## src/corr_settings.svh

```systemverilog
// correlator settings: tap count and datapath widths for the code correlator
`ifndef CORR_SETTINGS_SVH
`define CORR_SETTINGS_SVH

// ----------------------------------------
// correlator geometry
`define CORR_NUM_TAPS   8   // taps, half a chip apart

// ----------------------------------------
// datapath widths
`define CORR_ACC_W      16  // accumulator and dump sums
`define CORR_NCO_W      32  // carrier and code phase accumulators
`define CORR_IQ_W       5   // signed sample after mixing
`define CORR_DUMP_LEN_W 16  // dump length in chips

// ----------------------------------------
// bus
`define CORR_WB_AW      3   // wishbone word address

`endif

```

## src/corr_pkg.sv

```systemverilog
// correlator package: sample, configuration, bus and dump types shared by all blocks
`default_nettype none
`include "corr_settings.svh"

package corr_pkg;

	// ----------------------------------------
	// samples
	typedef struct packed {
		logic       i_sign;  // I nibble, sign/magnitude
		logic [2:0] i_mag;
		logic       q_sign;  // Q nibble, sign/magnitude
		logic [2:0] q_mag;
	} raw_sample_t;

	typedef struct packed {
		logic                         valid;
		logic signed [`CORR_IQ_W-1:0] i;  // two's complement after rotation
		logic signed [`CORR_IQ_W-1:0] q;
	} iq_sample_t;

	// ----------------------------------------
	// configuration seen by the datapath
	typedef struct packed {
		logic [`CORR_NCO_W-1:0]      carrier_freq;
		logic [`CORR_NCO_W-1:0]      code_freq;
		logic [31:0]                 prn_poly;  // lfsr taps
		logic [31:0]                 prn_seed;  // lfsr state on restart
		logic [`CORR_DUMP_LEN_W-1:0] dump_len;  // chips per coherent dump
		logic [1:0]                  post_shift;
	} corr_cfg_t;

	// ----------------------------------------
	// wishbone classic
	typedef struct packed {
		logic                   cyc;
		logic                   stb;
		logic                   we;
		logic [`CORR_WB_AW-1:0] adr;  // word address
		logic [31:0]            dat_w;
	} wb_req_t;

	typedef struct packed {
		logic        ack;
		logic [31:0] dat_r;
	} wb_rsp_t;

	// ----------------------------------------
	// serial dump, one correlator per beat
	typedef struct packed {
		logic                   valid;
		logic [2:0]             idx;
		logic [`CORR_ACC_W-1:0] i_sum;
		logic [`CORR_ACC_W-1:0] q_sum;
	} dump_out_t;

	typedef enum logic [`CORR_WB_AW-1:0] {
		CTRL          = 3'd0,  // bit 0 run, writing 1 restarts
		CARRIER_FREQ  = 3'd1,
		CARRIER_PHASE = 3'd2,  // read gives live phase
		CODE_FREQ     = 3'd3,
		PRN_POLY      = 3'd4,
		PRN_SEED      = 3'd5,
		DUMP_CFG      = 3'd6,  // len 15:0, post-shift 17:16
		STATUS        = 3'd7   // read only, bit 0 overrun
	} wb_reg_e;

	typedef enum logic {
		IDLE,
		UNLOAD
	} unload_state_e;

endpackage

`default_nettype wire

```

## src/corr_regs.sv

```systemverilog
// correlator registers: wishbone classic slave holding configuration and status
`timescale 1ns/1ps
`default_nettype none
`include "corr_settings.svh"

module corr_regs (
	input  wire                      clk,
	input  wire                      rst_b,
	input  wire corr_pkg::wb_req_t   wb_i,
	input  wire  [`CORR_NCO_W-1:0]   phase_i,       // live carrier phase
	input  wire                      overrun_i,
	output corr_pkg::wb_rsp_t        wb_o,
	output corr_pkg::corr_cfg_t      cfg_o,
	output logic                     restart_o,     // one cycle
	output logic                     phase_load_o,  // one cycle
	output logic [`CORR_NCO_W-1:0]   phase_val_o
);

	logic              req;      // new transfer, ack not yet given
	logic              run_q;
	corr_pkg::wb_reg_e addr;
	logic [31:0]       rd_data;

	assign req  = wb_i.cyc && wb_i.stb && !wb_o.ack;
	assign addr = corr_pkg::wb_reg_e'(wb_i.adr);

	// ----------------------------------------
	// read mux
	always_comb
	begin
		case (addr)
			corr_pkg::CTRL:          rd_data = {31'd0, run_q};
			corr_pkg::CARRIER_FREQ:  rd_data = cfg_o.carrier_freq;
			corr_pkg::CARRIER_PHASE: rd_data = phase_i;
			corr_pkg::CODE_FREQ:     rd_data = cfg_o.code_freq;
			corr_pkg::PRN_POLY:      rd_data = cfg_o.prn_poly;
			corr_pkg::PRN_SEED:      rd_data = cfg_o.prn_seed;
			corr_pkg::DUMP_CFG:      rd_data = {14'd0, cfg_o.post_shift, cfg_o.dump_len};
			corr_pkg::STATUS:        rd_data = {31'd0, overrun_i};
			default:                 rd_data = '0;
		endcase
	end

	// ----------------------------------------
	// ack, write decode and pulses
	always_ff @(posedge clk or negedge rst_b)
	begin
		if (!rst_b)
		begin
			wb_o         <= '0;
			cfg_o        <= '0;
			run_q        <= 1'b0;
			restart_o    <= 1'b0;
			phase_load_o <= 1'b0;
		end
		else
		begin
			wb_o.ack     <= req;  // single cycle, next after request
			restart_o    <= 1'b0;
			phase_load_o <= 1'b0;
			if (req && !wb_i.we)
				wb_o.dat_r <= rd_data;  // lines up with ack
			if (req && wb_i.we)
			begin
				case (addr)
					corr_pkg::CTRL:
					begin
						run_q     <= wb_i.dat_w[0];
						restart_o <= wb_i.dat_w[0];  // run=1 restarts channel
					end
					corr_pkg::CARRIER_FREQ:  cfg_o.carrier_freq <= wb_i.dat_w;
					corr_pkg::CARRIER_PHASE: phase_load_o       <= 1'b1;
					corr_pkg::CODE_FREQ:     cfg_o.code_freq    <= wb_i.dat_w;
					corr_pkg::PRN_POLY:      cfg_o.prn_poly     <= wb_i.dat_w;
					corr_pkg::PRN_SEED:      cfg_o.prn_seed     <= wb_i.dat_w;
					corr_pkg::DUMP_CFG:
					begin
						cfg_o.dump_len   <= wb_i.dat_w[15:0];
						cfg_o.post_shift <= wb_i.dat_w[17:16];
					end
					default: ;  // status is read only
				endcase
			end
		end
	end

	// load value for the carrier nco
	always_ff @(posedge clk)
		if (req && wb_i.we && addr == corr_pkg::CARRIER_PHASE)
			phase_val_o <= wb_i.dat_w;

	// every ack answers a request seen one cycle earlier
	assert property (@(posedge clk) disable iff (!rst_b)
		wb_o.ack |-> $past(wb_i.cyc && wb_i.stb))
		else $error("ack without a request");

endmodule

`default_nettype wire

```

## src/carrier_mixer.sv

```systemverilog
// carrier mixer: nco phase accumulator and quadrant rotation of sign/magnitude samples
`timescale 1ns/1ps
`default_nettype none
`include "corr_settings.svh"

module carrier_mixer (
	input  wire                         clk,
	input  wire                         rst_b,
	input  wire                         sample_en_i,
	input  wire corr_pkg::raw_sample_t  sample_i,
	input  wire  [`CORR_NCO_W-1:0]      carrier_freq_i,
	input  wire                         phase_load_i,
	input  wire  [`CORR_NCO_W-1:0]      phase_val_i,
	output logic [`CORR_NCO_W-1:0]      phase_o,
	output corr_pkg::iq_sample_t        iq_o
);

	logic [1:0]                   quad;    // top two phase bits
	logic signed [`CORR_IQ_W-1:0] i_tc;
	logic signed [`CORR_IQ_W-1:0] q_tc;
	logic signed [`CORR_IQ_W-1:0] i_swap;
	logic signed [`CORR_IQ_W-1:0] q_swap;
	logic signed [`CORR_IQ_W-1:0] i_rot;
	logic signed [`CORR_IQ_W-1:0] q_rot;

	function automatic logic signed [`CORR_IQ_W-1:0] sm_to_tc(
		input logic       sign,
		input logic [2:0] mag
	);
		logic signed [`CORR_IQ_W-1:0] val;
		val = `CORR_IQ_W'(mag);  // zero extend magnitude
		return sign ? -val : val;
	endfunction

	assign i_tc = sm_to_tc(sample_i.i_sign, sample_i.i_mag);
	assign q_tc = sm_to_tc(sample_i.q_sign, sample_i.q_mag);

	// ----------------------------------------
	// rotation by quadrant
	// 0:(I,Q) 1:(Q,-I) 2:(-I,-Q) 3:(-Q,I)
	assign quad   = phase_o[`CORR_NCO_W-1 -: 2];
	assign i_swap = quad[0] ? q_tc : i_tc;                  // odd quadrants swap
	assign q_swap = quad[0] ? i_tc : q_tc;
	assign i_rot  = quad[1] ? -i_swap : i_swap;
	assign q_rot  = (quad[1] ^ quad[0]) ? -q_swap : q_swap;

	// ----------------------------------------
	// output register and carrier nco
	always_ff @(posedge clk or negedge rst_b)
	begin
		if (!rst_b)
		begin
			phase_o <= '0;
			iq_o    <= '0;
		end
		else
		begin
			iq_o.valid <= sample_en_i;
			if (sample_en_i)
			begin
				iq_o.i <= i_rot;
				iq_o.q <= q_rot;
			end
			if (phase_load_i)
				phase_o <= phase_val_i;                       // load wins over step
			else if (sample_en_i)
				phase_o <= phase_o + carrier_freq_i;          // step after use
		end
	end

	// one cycle from sample to mixed sample
	assert property (@(posedge clk) disable iff (!rst_b)
		iq_o.valid == $past(sample_en_i))
		else $error("mixed valid out of step with sample enable");

endmodule

`default_nettype wire

```

## src/code_prn_gen.sv

```systemverilog
// code generator: code nco, half-chip sub-phase, fibonacci lfsr prn and tap shift register
`timescale 1ns/1ps
`default_nettype none
`include "corr_settings.svh"

module code_prn_gen (
	input  wire                        clk,
	input  wire                        rst_b,
	input  wire corr_pkg::iq_sample_t  iq_i,
	input  wire                        restart_i,
	input  wire  [`CORR_NCO_W-1:0]     code_freq_i,
	input  wire  [31:0]                poly_i,
	input  wire  [31:0]                seed_i,
	output logic [`CORR_NUM_TAPS-1:0]  taps_o,       // bit 0 earliest
	output logic                       chip_tick_o
);

	logic [`CORR_NCO_W-1:0] code_phase;
	logic [`CORR_NCO_W:0]   phase_sum;  // carry on top
	logic                   half_chip;
	logic                   sub_phase;  // second half of chip
	logic [31:0]            lfsr;
	logic                   feedback;

	// ----------------------------------------
	// code nco
	assign phase_sum   = {1'b0, code_phase} + {1'b0, code_freq_i};
	assign half_chip   = iq_i.valid && phase_sum[`CORR_NCO_W];
	assign chip_tick_o = half_chip && sub_phase;   // every second half-chip
	assign feedback    = ^(lfsr & poly_i);         // parity of masked state

	always_ff @(posedge clk or negedge rst_b)
	begin
		if (!rst_b)
		begin
			code_phase <= '0;
			sub_phase  <= 1'b0;
			lfsr       <= '0;
			taps_o     <= '0;
		end
		else if (restart_i)
		begin
			code_phase <= '0;
			sub_phase  <= 1'b0;
			lfsr       <= seed_i;
			taps_o     <= '0;
		end
		else
		begin
			if (iq_i.valid)
				code_phase <= phase_sum[`CORR_NCO_W-1:0];
			if (half_chip)
			begin
				sub_phase <= !sub_phase;
				// current chip into tap 0, taps half a chip apart
				taps_o    <= {taps_o[`CORR_NUM_TAPS-2:0], lfsr[0]};
			end
			if (chip_tick_o)
				lfsr <= {feedback, lfsr[31:1]};  // enters at top, chip is bit 0
		end
	end

	// chip boundaries only come with a mixed sample
	assert property (@(posedge clk) disable iff (!rst_b)
		chip_tick_o |-> iq_i.valid)
		else $error("chip tick without a sample");

endmodule

`default_nettype wire

```

## src/corr_bank.sv

```systemverilog
// correlator bank: eight i/q accumulators, coherent dump capture and serial unload
`timescale 1ns/1ps
`default_nettype none
`include "corr_settings.svh"

module corr_bank (
	input  wire                          clk,
	input  wire                          rst_b,
	input  wire corr_pkg::iq_sample_t    iq_i,
	input  wire  [`CORR_NUM_TAPS-1:0]    taps_i,
	input  wire                          chip_tick_i,
	input  wire                          restart_i,
	input  wire  [`CORR_DUMP_LEN_W-1:0]  dump_len_i,
	input  wire  [1:0]                   post_shift_i,
	output corr_pkg::dump_out_t          dump_o,
	output logic                         overrun_o   // sticky until restart
);

	logic [`CORR_DUMP_LEN_W-1:0]   chip_cnt;
	logic [`CORR_DUMP_LEN_W-1:0]   chip_cnt_nxt;
	logic                          capture;    // last chip of dump period
	logic signed [`CORR_ACC_W-1:0] i_ext;
	logic signed [`CORR_ACC_W-1:0] q_ext;
	logic signed [`CORR_ACC_W-1:0] cap_i [`CORR_NUM_TAPS];
	logic signed [`CORR_ACC_W-1:0] cap_q [`CORR_NUM_TAPS];
	corr_pkg::unload_state_e       state;
	logic [2:0]                    idx;

	assign i_ext        = $signed(iq_i.i);  // sign extend
	assign q_ext        = $signed(iq_i.q);
	assign chip_cnt_nxt = chip_cnt + 1'b1;
	assign capture      = chip_tick_i && !restart_i && (chip_cnt_nxt == dump_len_i);

	// ----------------------------------------
	// accumulators, one pair per tap
	genvar k;
	generate
		for (k = 0; k < `CORR_NUM_TAPS; k++)
		begin : g_tap
			logic signed [`CORR_ACC_W-1:0] acc_i;
			logic signed [`CORR_ACC_W-1:0] acc_q;
			logic signed [`CORR_ACC_W-1:0] sum_i;
			logic signed [`CORR_ACC_W-1:0] sum_q;

			// chip 1 is -1
			assign sum_i = taps_i[k] ? acc_i - i_ext : acc_i + i_ext;
			assign sum_q = taps_i[k] ? acc_q - q_ext : acc_q + q_ext;

			always_ff @(posedge clk or negedge rst_b)
			begin
				if (!rst_b)
				begin
					acc_i <= '0;
					acc_q <= '0;
				end
				else if (restart_i || capture)
				begin
					acc_i <= '0;  // new period starts empty
					acc_q <= '0;
				end
				else if (iq_i.valid)
				begin
					acc_i <= sum_i;
					acc_q <= sum_q;
				end
			end

			// captured sum holds the closing sample
			always_ff @(posedge clk)
				if (capture)
				begin
					cap_i[k] <= sum_i;
					cap_q[k] <= sum_q;
				end
		end
	endgenerate

	// ----------------------------------------
	// chip count, unload fsm, overrun
	always_ff @(posedge clk or negedge rst_b)
	begin
		if (!rst_b)
		begin
			chip_cnt  <= '0;
			state     <= corr_pkg::IDLE;
			idx       <= '0;
			overrun_o <= 1'b0;
		end
		else
		begin
			if (restart_i || capture)
				chip_cnt <= '0;
			else if (chip_tick_i)
				chip_cnt <= chip_cnt_nxt;

			if (restart_i)
				overrun_o <= 1'b0;
			else if (capture && state == corr_pkg::UNLOAD)
				overrun_o <= 1'b1;          // new dump before old one left

			if (capture)
			begin
				state <= corr_pkg::UNLOAD;  // start or restart unload
				idx   <= '0;
			end
			else if (state == corr_pkg::UNLOAD)
			begin
				idx <= idx + 3'd1;
				if (idx == 3'd7)
					state <= corr_pkg::IDLE;
			end
		end
	end

	assign dump_o.valid = (state == corr_pkg::UNLOAD);
	assign dump_o.idx   = idx;
	assign dump_o.i_sum = cap_i[idx] >>> post_shift_i;  // arithmetic post-shift
	assign dump_o.q_sum = cap_q[idx] >>> post_shift_i;

	// clean dump is eight beats then a gap
	assert property (@(posedge clk) disable iff (!rst_b || overrun_o)
		$rose(dump_o.valid) |-> dump_o.valid[*8] ##1 !dump_o.valid)
		else $error("dump burst length not 8");

	assert property (@(posedge clk) disable iff (!rst_b || overrun_o)
		dump_o.valid && $past(dump_o.valid) |-> dump_o.idx == 3'($past(dump_o.idx) + 3'd1))
		else $error("dump index skipped");

endmodule

`default_nettype wire

```

## src/correlator_top.sv

```systemverilog
// correlator top: single channel with register file, mixer, code generator and tap bank
`timescale 1ns/1ps
`default_nettype none
`include "corr_settings.svh"

module correlator_top (
	input  wire                        clk,
	input  wire                        rst_b,
	input  wire corr_pkg::wb_req_t     wb_i,
	output corr_pkg::wb_rsp_t          wb_o,
	input  wire                        sample_en_i,
	input  wire corr_pkg::raw_sample_t sample_i,
	output corr_pkg::dump_out_t        dump_o
);

	corr_pkg::corr_cfg_t       cfg;
	corr_pkg::iq_sample_t      iq;          // mixed samples
	logic                      restart;
	logic                      phase_load;
	logic [`CORR_NCO_W-1:0]    phase_val;
	logic [`CORR_NCO_W-1:0]    phase;       // live carrier phase
	logic [`CORR_NUM_TAPS-1:0] taps;
	logic                      chip_tick;
	logic                      overrun;

	// ----------------------------------------
	// control
	corr_regs u_regs (
		.clk          (clk),
		.rst_b        (rst_b),
		.wb_i         (wb_i),
		.phase_i      (phase),
		.overrun_i    (overrun),
		.wb_o         (wb_o),
		.cfg_o        (cfg),
		.restart_o    (restart),
		.phase_load_o (phase_load),
		.phase_val_o  (phase_val)
	);

	// ----------------------------------------
	// datapath
	carrier_mixer u_mixer (
		.clk            (clk),
		.rst_b          (rst_b),
		.sample_en_i    (sample_en_i),
		.sample_i       (sample_i),
		.carrier_freq_i (cfg.carrier_freq),
		.phase_load_i   (phase_load),
		.phase_val_i    (phase_val),
		.phase_o        (phase),
		.iq_o           (iq)
	);

	code_prn_gen u_code (
		.clk         (clk),
		.rst_b       (rst_b),
		.iq_i        (iq),
		.restart_i   (restart),
		.code_freq_i (cfg.code_freq),
		.poly_i      (cfg.prn_poly),
		.seed_i      (cfg.prn_seed),
		.taps_o      (taps),
		.chip_tick_o (chip_tick)
	);

	corr_bank u_bank (
		.clk          (clk),
		.rst_b        (rst_b),
		.iq_i         (iq),
		.taps_i       (taps),
		.chip_tick_i  (chip_tick),
		.restart_i    (restart),
		.dump_len_i   (cfg.dump_len),
		.post_shift_i (cfg.post_shift),
		.dump_o       (dump_o),
		.overrun_o    (overrun)
	);

endmodule

`default_nettype wire

```

## config.mk

```make
export PLATFORM = sky130hd
export DESIGN_NAME = correlator_top
export DESIGN_NICKNAME = d
export VERILOG_FILES = /design/src/corr_pkg.sv /design/src/corr_regs.sv /design/src/carrier_mixer.sv /design/src/code_prn_gen.sv /design/src/corr_bank.sv /design/src/correlator_top.sv
export VERILOG_INCLUDE_DIRS = /design/src /design/src/src
export SDC_FILE = /design/constraint.sdc
export NUM_CORES = 2
export LEC_CHECK = 0
export BUFFER_PORTS_ARGS = -buffer_cell sky130_fd_sc_hd__buf_2
export CAP_MARGIN = 40
export CORE_ASPECT_RATIO = 0.5
export CORE_UTILIZATION = 55
export CTS_BUF_LIST = sky130_fd_sc_hd__clkbuf_8
export DETAILED_ROUTE_END_ITERATION = 12
export GPL_TIMING_DRIVEN = 0
export MAX_ROUTING_LAYER = met4
export PLACE_DENSITY = 0.72
export SYNTH_ARGS = -nofsm -noshare
export SYNTH_HDL_FRONTEND = slang
export SYNTH_SLANG_ARGS = --single-unit
```

## constraint.sdc

```tcl
create_clock -name clk -period 18 [get_ports clk]
set_input_delay 0 -clock clk [delete_from_list [all_inputs] [get_ports clk]]
set_output_delay 0 -clock clk [all_outputs]
set_load 0.01 [all_outputs]
```

Word-level counts from Yosys, hierarchy flattened
Memory sizes are Yosys's and may differ from the RTL's. Index checks and enable logic that the tools add are counted.

Register bits after elaboration: 607. RAM bits: 256. Input bits: 49. Output and inout port bits: 69. Memories kept: 2.

Add/subtract/negate cells: 40. Equality and inequality tests: 9. Shifts and indexed selects: 2. Multiplexer cells: 80. Bitwise logic cells: 2. Reduce and logical (&&, ||, !) cells: 31.

Memories: u_bank.cap_i (words 8, width 16, read ports 1, clocked after memory_dff 0, wr ports 8, RTL line corr_bank.sv:24) `` logic signed [`CORR_ACC_W-1:0] cap_i [`CORR_NUM_TAPS]; ``; u_bank.cap_q (words 8, width 16, read ports 1, clocked after memory_dff 0, wr ports 8, RTL line corr_bank.sv:25) `` logic signed [`CORR_ACC_W-1:0] cap_q [`CORR_NUM_TAPS]; ``.

Operators by type and width (number): 2-to-1 mux 16 bit (50); adder 16 x 5 -> 16 bit (16); one-hot mux 32 bit (8 select lines) (1); subtractor 16 x 5 -> 16 bit (16); 2-to-1 mux 32 bit (6); adder 32 x 32 -> 33 bit (1); adder 32 bit (1); bitwise AND 32 bit (1); XOR reduction 32 bit (1); >>> shifter 16 x 2 -> 16 bit (2); 2-to-1 mux 5 bit (6); adder 16 x 1 -> 16 bit (second input constant) (1); equality test 16 bit (1); 2-to-1 mux 8 bit (2); nonzero test 2 bit (8); equality test 3 bit (second input constant) (5); 2-to-1 mux 1 bit (13); AND reduction 2 bit (6); logical AND 1 bit (10); negator 3 -> 5 bit (2); negator 5 bit (2); equality test 3 x 2 -> 1 bit (second input constant) (2); 2-to-1 mux 3 bit (2); logical NOT 1 bit (4); 5 further kinds (5).

Depth between registers and ports, before layout
Depth in word-level cells: 8. Gate-level depth with buffers: 18.

Modules after synthesis
From an unflattened synthesis, not the netlist that was laid out.

Cells, all modules: 5236. Area, all modules: 54583.6 sq um.

By module, submodules not included: corr_bank (times used 1, cells an instance 3573, area each 36237.3 sq um, seq. area each 14619.0 sq um); corr_regs (times used 1, cells an instance 639, area each 9175.0 sq um, seq. area each 5515.3 sq um); code_prn_gen (times used 1, cells an instance 555, area each 5271.3 sq um, seq. area each 1826.8 sq um); carrier_mixer (times used 1, cells an instance 469, area each 3900.0 sq um, seq. area each 1076.0 sq um).

Worst setup path after synthesis
Ideal clock, no wire load.

Kind: flip-flop to flip-flop. From: register u_regs.cfg_o[82] (netlist bit). To: register u_bank.overrun_o. Library setup time: 0.106 ns. Arrival time: 9.554 ns. Required time: 17.894 ns. Path slack: 8.340 ns. Cell stages (with the launch flop): 13. Path through: dfrtp_1 > ha_1 > inv_1 > fa_1 > nor2b_1 > o31a_1 > or4_4 > nand4_1 > a2111oi_2 > o211ai_2 > or2_1 > nor2_2 > a22o_1.

Longest elaborated chain between the ends: 7.

Ends and longest elaborated chain: start, declared (RTL line corr_regs.sv:13) `output corr_pkg::corr_cfg_t cfg_o,`; adder 32 x 32 -> 33 bit (RTL line code_prn_gen.sv:27) `assign phase_sum = {1'b0, code_phase} + {1'b0, code_freq_i};`; logical AND 1 bit (RTL line code_prn_gen.sv:28) `` assign half_chip = iq_i.valid && phase_sum[`CORR_NCO_W]; ``; logical AND 1 bit (RTL line code_prn_gen.sv:29) `assign chip_tick_o = half_chip && sub_phase;`; logical AND 1 bit (2 in series) (RTL line corr_bank.sv:32) `assign capture = chip_tick_i && !restart_i && (chip_cnt_nxt == dump_len_i);`; net u_bank.capture (RTL line corr_bank.sv:21) `logic capture;`; logical AND 1 bit (RTL line corr_bank.sv:98) `else if (capture && state == corr_pkg::UNLOAD)`; nonzero test 2 bit (no line); end signal, assigned (RTL line corr_bank.sv:87) `overrun_o <= 1'b0;`; end signal, assigned (RTL line corr_bank.sv:97) `overrun_o <= 1'b0;`; end signal, assigned (RTL line corr_bank.sv:99) `overrun_o <= 1'b1;`; end, declared (RTL line corr_bank.sv:16) `output logic overrun_o`.

The timed path passes the listed nets, and every way through them passes these cells. A chain may end at the register's enable or synchronous reset.

Final worst setup path
From: register u_mixer.iq_o[4] (netlist bit). To: register u_bank.g_tap[0].acc_q[14].

Longest elaborated chain between the ends: 4. Elaborated cells between the ends (all ways): 5.

Ends and longest elaborated chain: start, declared (RTL line carrier_mixer.sv:15) `output corr_pkg::iq_sample_t iq_o`; adder 16 x 5 -> 16 bit / subtractor 16 x 5 -> 16 bit (equally long branches) (RTL line corr_bank.sv:47) `assign sum_q = taps_i[k] ? acc_q - q_ext : acc_q + q_ext;`; 2-to-1 mux 16 bit * (RTL line corr_bank.sv:47); net u_bank.g_tap[0].sum_q[14] (RTL line corr_bank.sv:43) `` logic signed [`CORR_ACC_W-1:0] sum_q; ``; 2-to-1 mux 16 bit * (RTL line corr_bank.sv:61) `else if (iq_i.valid)`; 2-to-1 mux 16 bit * (RTL line corr_bank.sv:56) `else if (restart_i || capture)`; end signal, assigned (RTL line corr_bank.sv:64) `acc_q <= sum_q;`; end, declared (RTL line corr_bank.sv:41) `` logic signed [`CORR_ACC_W-1:0] acc_q; ``.

The timed path passes the listed nets; every way through them passes the cells marked *. The select of a mux whose other input is x is not followed.

==> flow_summary.toml <==
[run_status]
outcome = "complete, no violations"

[timing]
grt_setup_unrepaired = "no"
drv_slew = 0
worstMarginPinSlew_ns = 0.9656
period_share_pct = 31.38
maxSlewHeadroom_pct = 35.63
finalClockSkew_ns = 0.03434
hold_slack_ns = 0.04843
min_period_ns = 5.649
clock.fmax_mhz = 177.0
hold_viol_final = 0
setup_violations = 0
fin_setup_tns_ns = 0

[cts]
cts_tree = "yes"
ctsLongestPathBuffers = 3
clkTransAtPathRegs_ns = 0.07
cts_sinks = 863
h-tree-depth = 4
cts_root_buf = "clkbuf_8"
cts_buffers = 135
clk_latency_ns = 0.88

[synth]
yosysTopAreaCellShare_pct = 28.35
synth-adder-area-share_pct = 8.649
synth_top_family_by_area = "compound AO/OA/AOI/OAI gates"
synth.area.top_cells = "dfrtp_1, edfxtp_1, ha_1, xnor2_1, a22o_1"
ys.flop_type = "dfrtp_1"
ys_seq_elements = 863
synth_mux_area_share_pct = 11.33
syn-instance-count = 4588
synthXorXnorAreaFrac_pct = 6.282
async_reset_ff_share_pct = 66.63
yosysSeqAreaShare_pct = 45.39
synth_nets = 4977
synth.distinct_cells = 81
syn_area_mm2 = 0.05075
synth_top_cell_by_area = "dfrtp_1"
synth-simple-area-share_pct = 7.916
yosysWarnings = 0
synth_compound_area_share_pct = 17.49
synth-edff-count = 288
avgSynthCellArea_um2 = 11.06

[cells_and_area]
area_growth_pct = 13.11
layout.nets = 5379
fillers = 7225
drive_gt1_share_pct = 13.52
final_common_cell = "dfrtp_1"
layout_common_cells = "dfrtp_1, a21oi_1, ha_1"
final_area_mm2 = 0.05740

[setup_path]
worstPathRequired_ns = 18.76
cp-start-kind = "register"
critPathSlowestCell = "a221oi_1"
criticalPathCategory = "register to register"
crit_fanout = 13
crit_buf_inv = 4
crit_path_end_kind = "register"
slowest_delay_ns = 0.67
critPathArrivalTime_ns = 6.41
crit_family = "compound AO/OA/AOI/OAI gates"
crit_chain = "clkbuf_1 -> inv_1 -> clkbuf_1 -> ha_1 -> inv_1 -> o21ai_0 -> ha_1 -> nand3_1 -> o211ai_1 -> o41ai_1 -> o21ai_0 -> and2_1 -> a221oi_1 -> xnor2_1 -> a22o_1"

[floorplanning]
die_h_um = 216.8
rows = 78
io_pins = 118
initial_core_util_pct = 55.74
core_area_mm2 = 0.09105
die_area_mm2 = 0.09357
die_w_um = 431.6

[power_and_ir_drop]
peakVddDrop_uv = 114.2
powerDensity_mw_per_mm2 = 226.2
p_leak_nw = 24.68

[grt]
grt_overflow_total = 0
first_global_vias = 40581
grt_pass1_wl_mm = 245.4
antenna_found_initial = 0
grt_start_max_net_pins = 119
gr-usage-all-layers_pct = 36.11

[routing]
wl_met1_mm = 67.79
wl_met2_mm = 73.12
drt_iter0_drc = 4721
vias = 40599
drt-total-wl_mm = 163.5
viasPerCell = 6.407
wl_per_cell_um = 25.80
drc = 0
firstDrtPassIters = 7
highest_layer = "met4"
route.met3.wl_mm = 15.90
drtAntennaViolNets = 0

[placement]
dpl.hpwl_mm = 120.6
numPortBuffers = 116
placed_area_mm2 = 0.05371
gp_congestion = 1.008

[run]
cap_violations = 0

[hold_path]
min_path_type = "input pin to register"
layer usage:
| metal | vias up | track usage (%) |
|---|---|---|
| li1 | 17901 | - |
| met1 | 20276 | 47.56 |
| met2 | 2017 | 54.05 |
| met3 | 405 | 7.835 |
| met4 | 0 | 15.63 |
| met5 | - | - |
worst reg2reg max path, stage by stage, from the launching register on:
cell      delay [ns]
dfrtp_1         0.49
clkbuf_1        0.57
inv_1           0.34
clkbuf_1        0.43
ha_1            0.41
inv_1           0.30
o21ai_0         0.23
ha_1            0.40
nand3_1         0.12
o211ai_1        0.11
o41ai_1         0.46
o21ai_0         0.26
and2_1          0.23
a221oi_1        0.68
xnor2_1         0.26
a22o_1          0.24
stage by stage:
| stage | power [mW] | utilization (%) | instances | setup WS (ns) |
|---|---|---|---|---|
| after floorplan | 9.075 | - | 4588 | 8.340 |
| after CTS | 12.80 | 63.04 | 6335 | 12.53 |
| after detailed placement | 11.00 | 58.99 | 5994 | 12.55 |
| final | 12.99 | 63.04 | 6337 | 12.35 |
| after global routing | 13.79 | 63.04 | 6335 | 12.14 |
| after global placement | 10.66 | 58.08 | 5944 | 3.955 |
power by group:
| group | leakage (nW) | internal (mW) | switching [mW] | total, mW |
|---|---|---|---|---|
| Sequential | 9.75 | 2.99 | 0.396 | 3.39 |
| Clock | 1.56 | 0.885 | 0.842 | 1.73 |
| Combinational | 13.4 | 3.36 | 4.51 | 7.87 |
| Total | 24.7 | 7.24 | 5.75 | 13.0 |
state kept, by name (all words and copies together), names as in the netlist, 3 cells and up:
name                cells
u_mixer.iq_o           11
u_bank.cap_q          128
u_code.code_phase      32
u_code.lfsr            32
u_regs.wb_o            33
u_bank.idx              3
u_bank.chip_cnt        16
u_bank.g_tap.acc_q    128
u_code.taps_o           8
u_bank.g_tap.acc_i    128
u_bank.cap_i          128
u_mixer.phase_o        32
u_regs.phase_val_o     32
u_regs.cfg_o          146
path summary, 6_finish.rpt:
kind	to	slack, ns	from	depth (start not counted)
max reg2reg	u_bank.g_tap[0].acc_q[14]$_DFFE_PN0P_	12.35	u_mixer.iq_o[4]$_DFFE_PN0P_	15
max in group asynchronous	u_code.code_phase[11]$_DFFE_PN0P_	16.47	rst_b	5
min reg2reg	u_mixer.phase_o[0]$_DFFE_PN0P_	0.45	u_regs.phase_val_o[0]$_DFFE_PP_	2
max	u_bank.g_tap[0].acc_q[14]$_DFFE_PN0P_	12.35	u_mixer.iq_o[4]$_DFFE_PN0P_	15
min in group asynchronous	u_bank.g_tap[0].acc_q[10]$_DFFE_PN0P_	0.29	rst_b	4
min	u_regs.cfg_o[125]$_DFFE_PN0P_	0.05	wb_i[11]	3
cells in the mapped netlist, types with 90 or more instances:
cell,n
a21o_1,90
a21oi_1,323
a22o_1,252
clkbuf_1,161
dfrtp_1,575
edfxtp_1,288
ha_1,322
inv_1,122
mux2_2,196
mux2i_1,210
nand2_1,295
nor2_1,292
o21ai_0,239
xnor2_1,261
xor2_1,103
logic make-up (layout without fill, tap and decap cells):
logic type,count (synthesis),in the layout
adder cells (fa/ha/maj),340,340
AND/OR/NAND/NOR,890,890
buffers and inverters,371,878
flip-flops,863,863
other,0,2
multiplexers,470,470
AO/OA/AOI/OAI,1290,1290
XOR/XNOR,364,364
area by class of cell:
type,count,area [um2],share of cell area (%)
Antenna cell,2,5.005,0.008719
Buffer,246,1026,1.787
Clock buffer,162,2230,3.884
Clock inverter,80,455.4,0.7934
Inverter,125,469.2,0.8174
Multi-Input combinational cell,3354,26240,45.70
Sequential cell,863,23040,40.13
Tap cell,1240,1551,2.703
Timing Repair Buffer,265,2394,4.170
timing repair:
item,CTS,global route
buffers inserted,0,0
resized for setup,0,0
hold buffers,99,0
hold endpoints to repair,562,0
No activity file was read; power rests on OpenSTA's default activity.
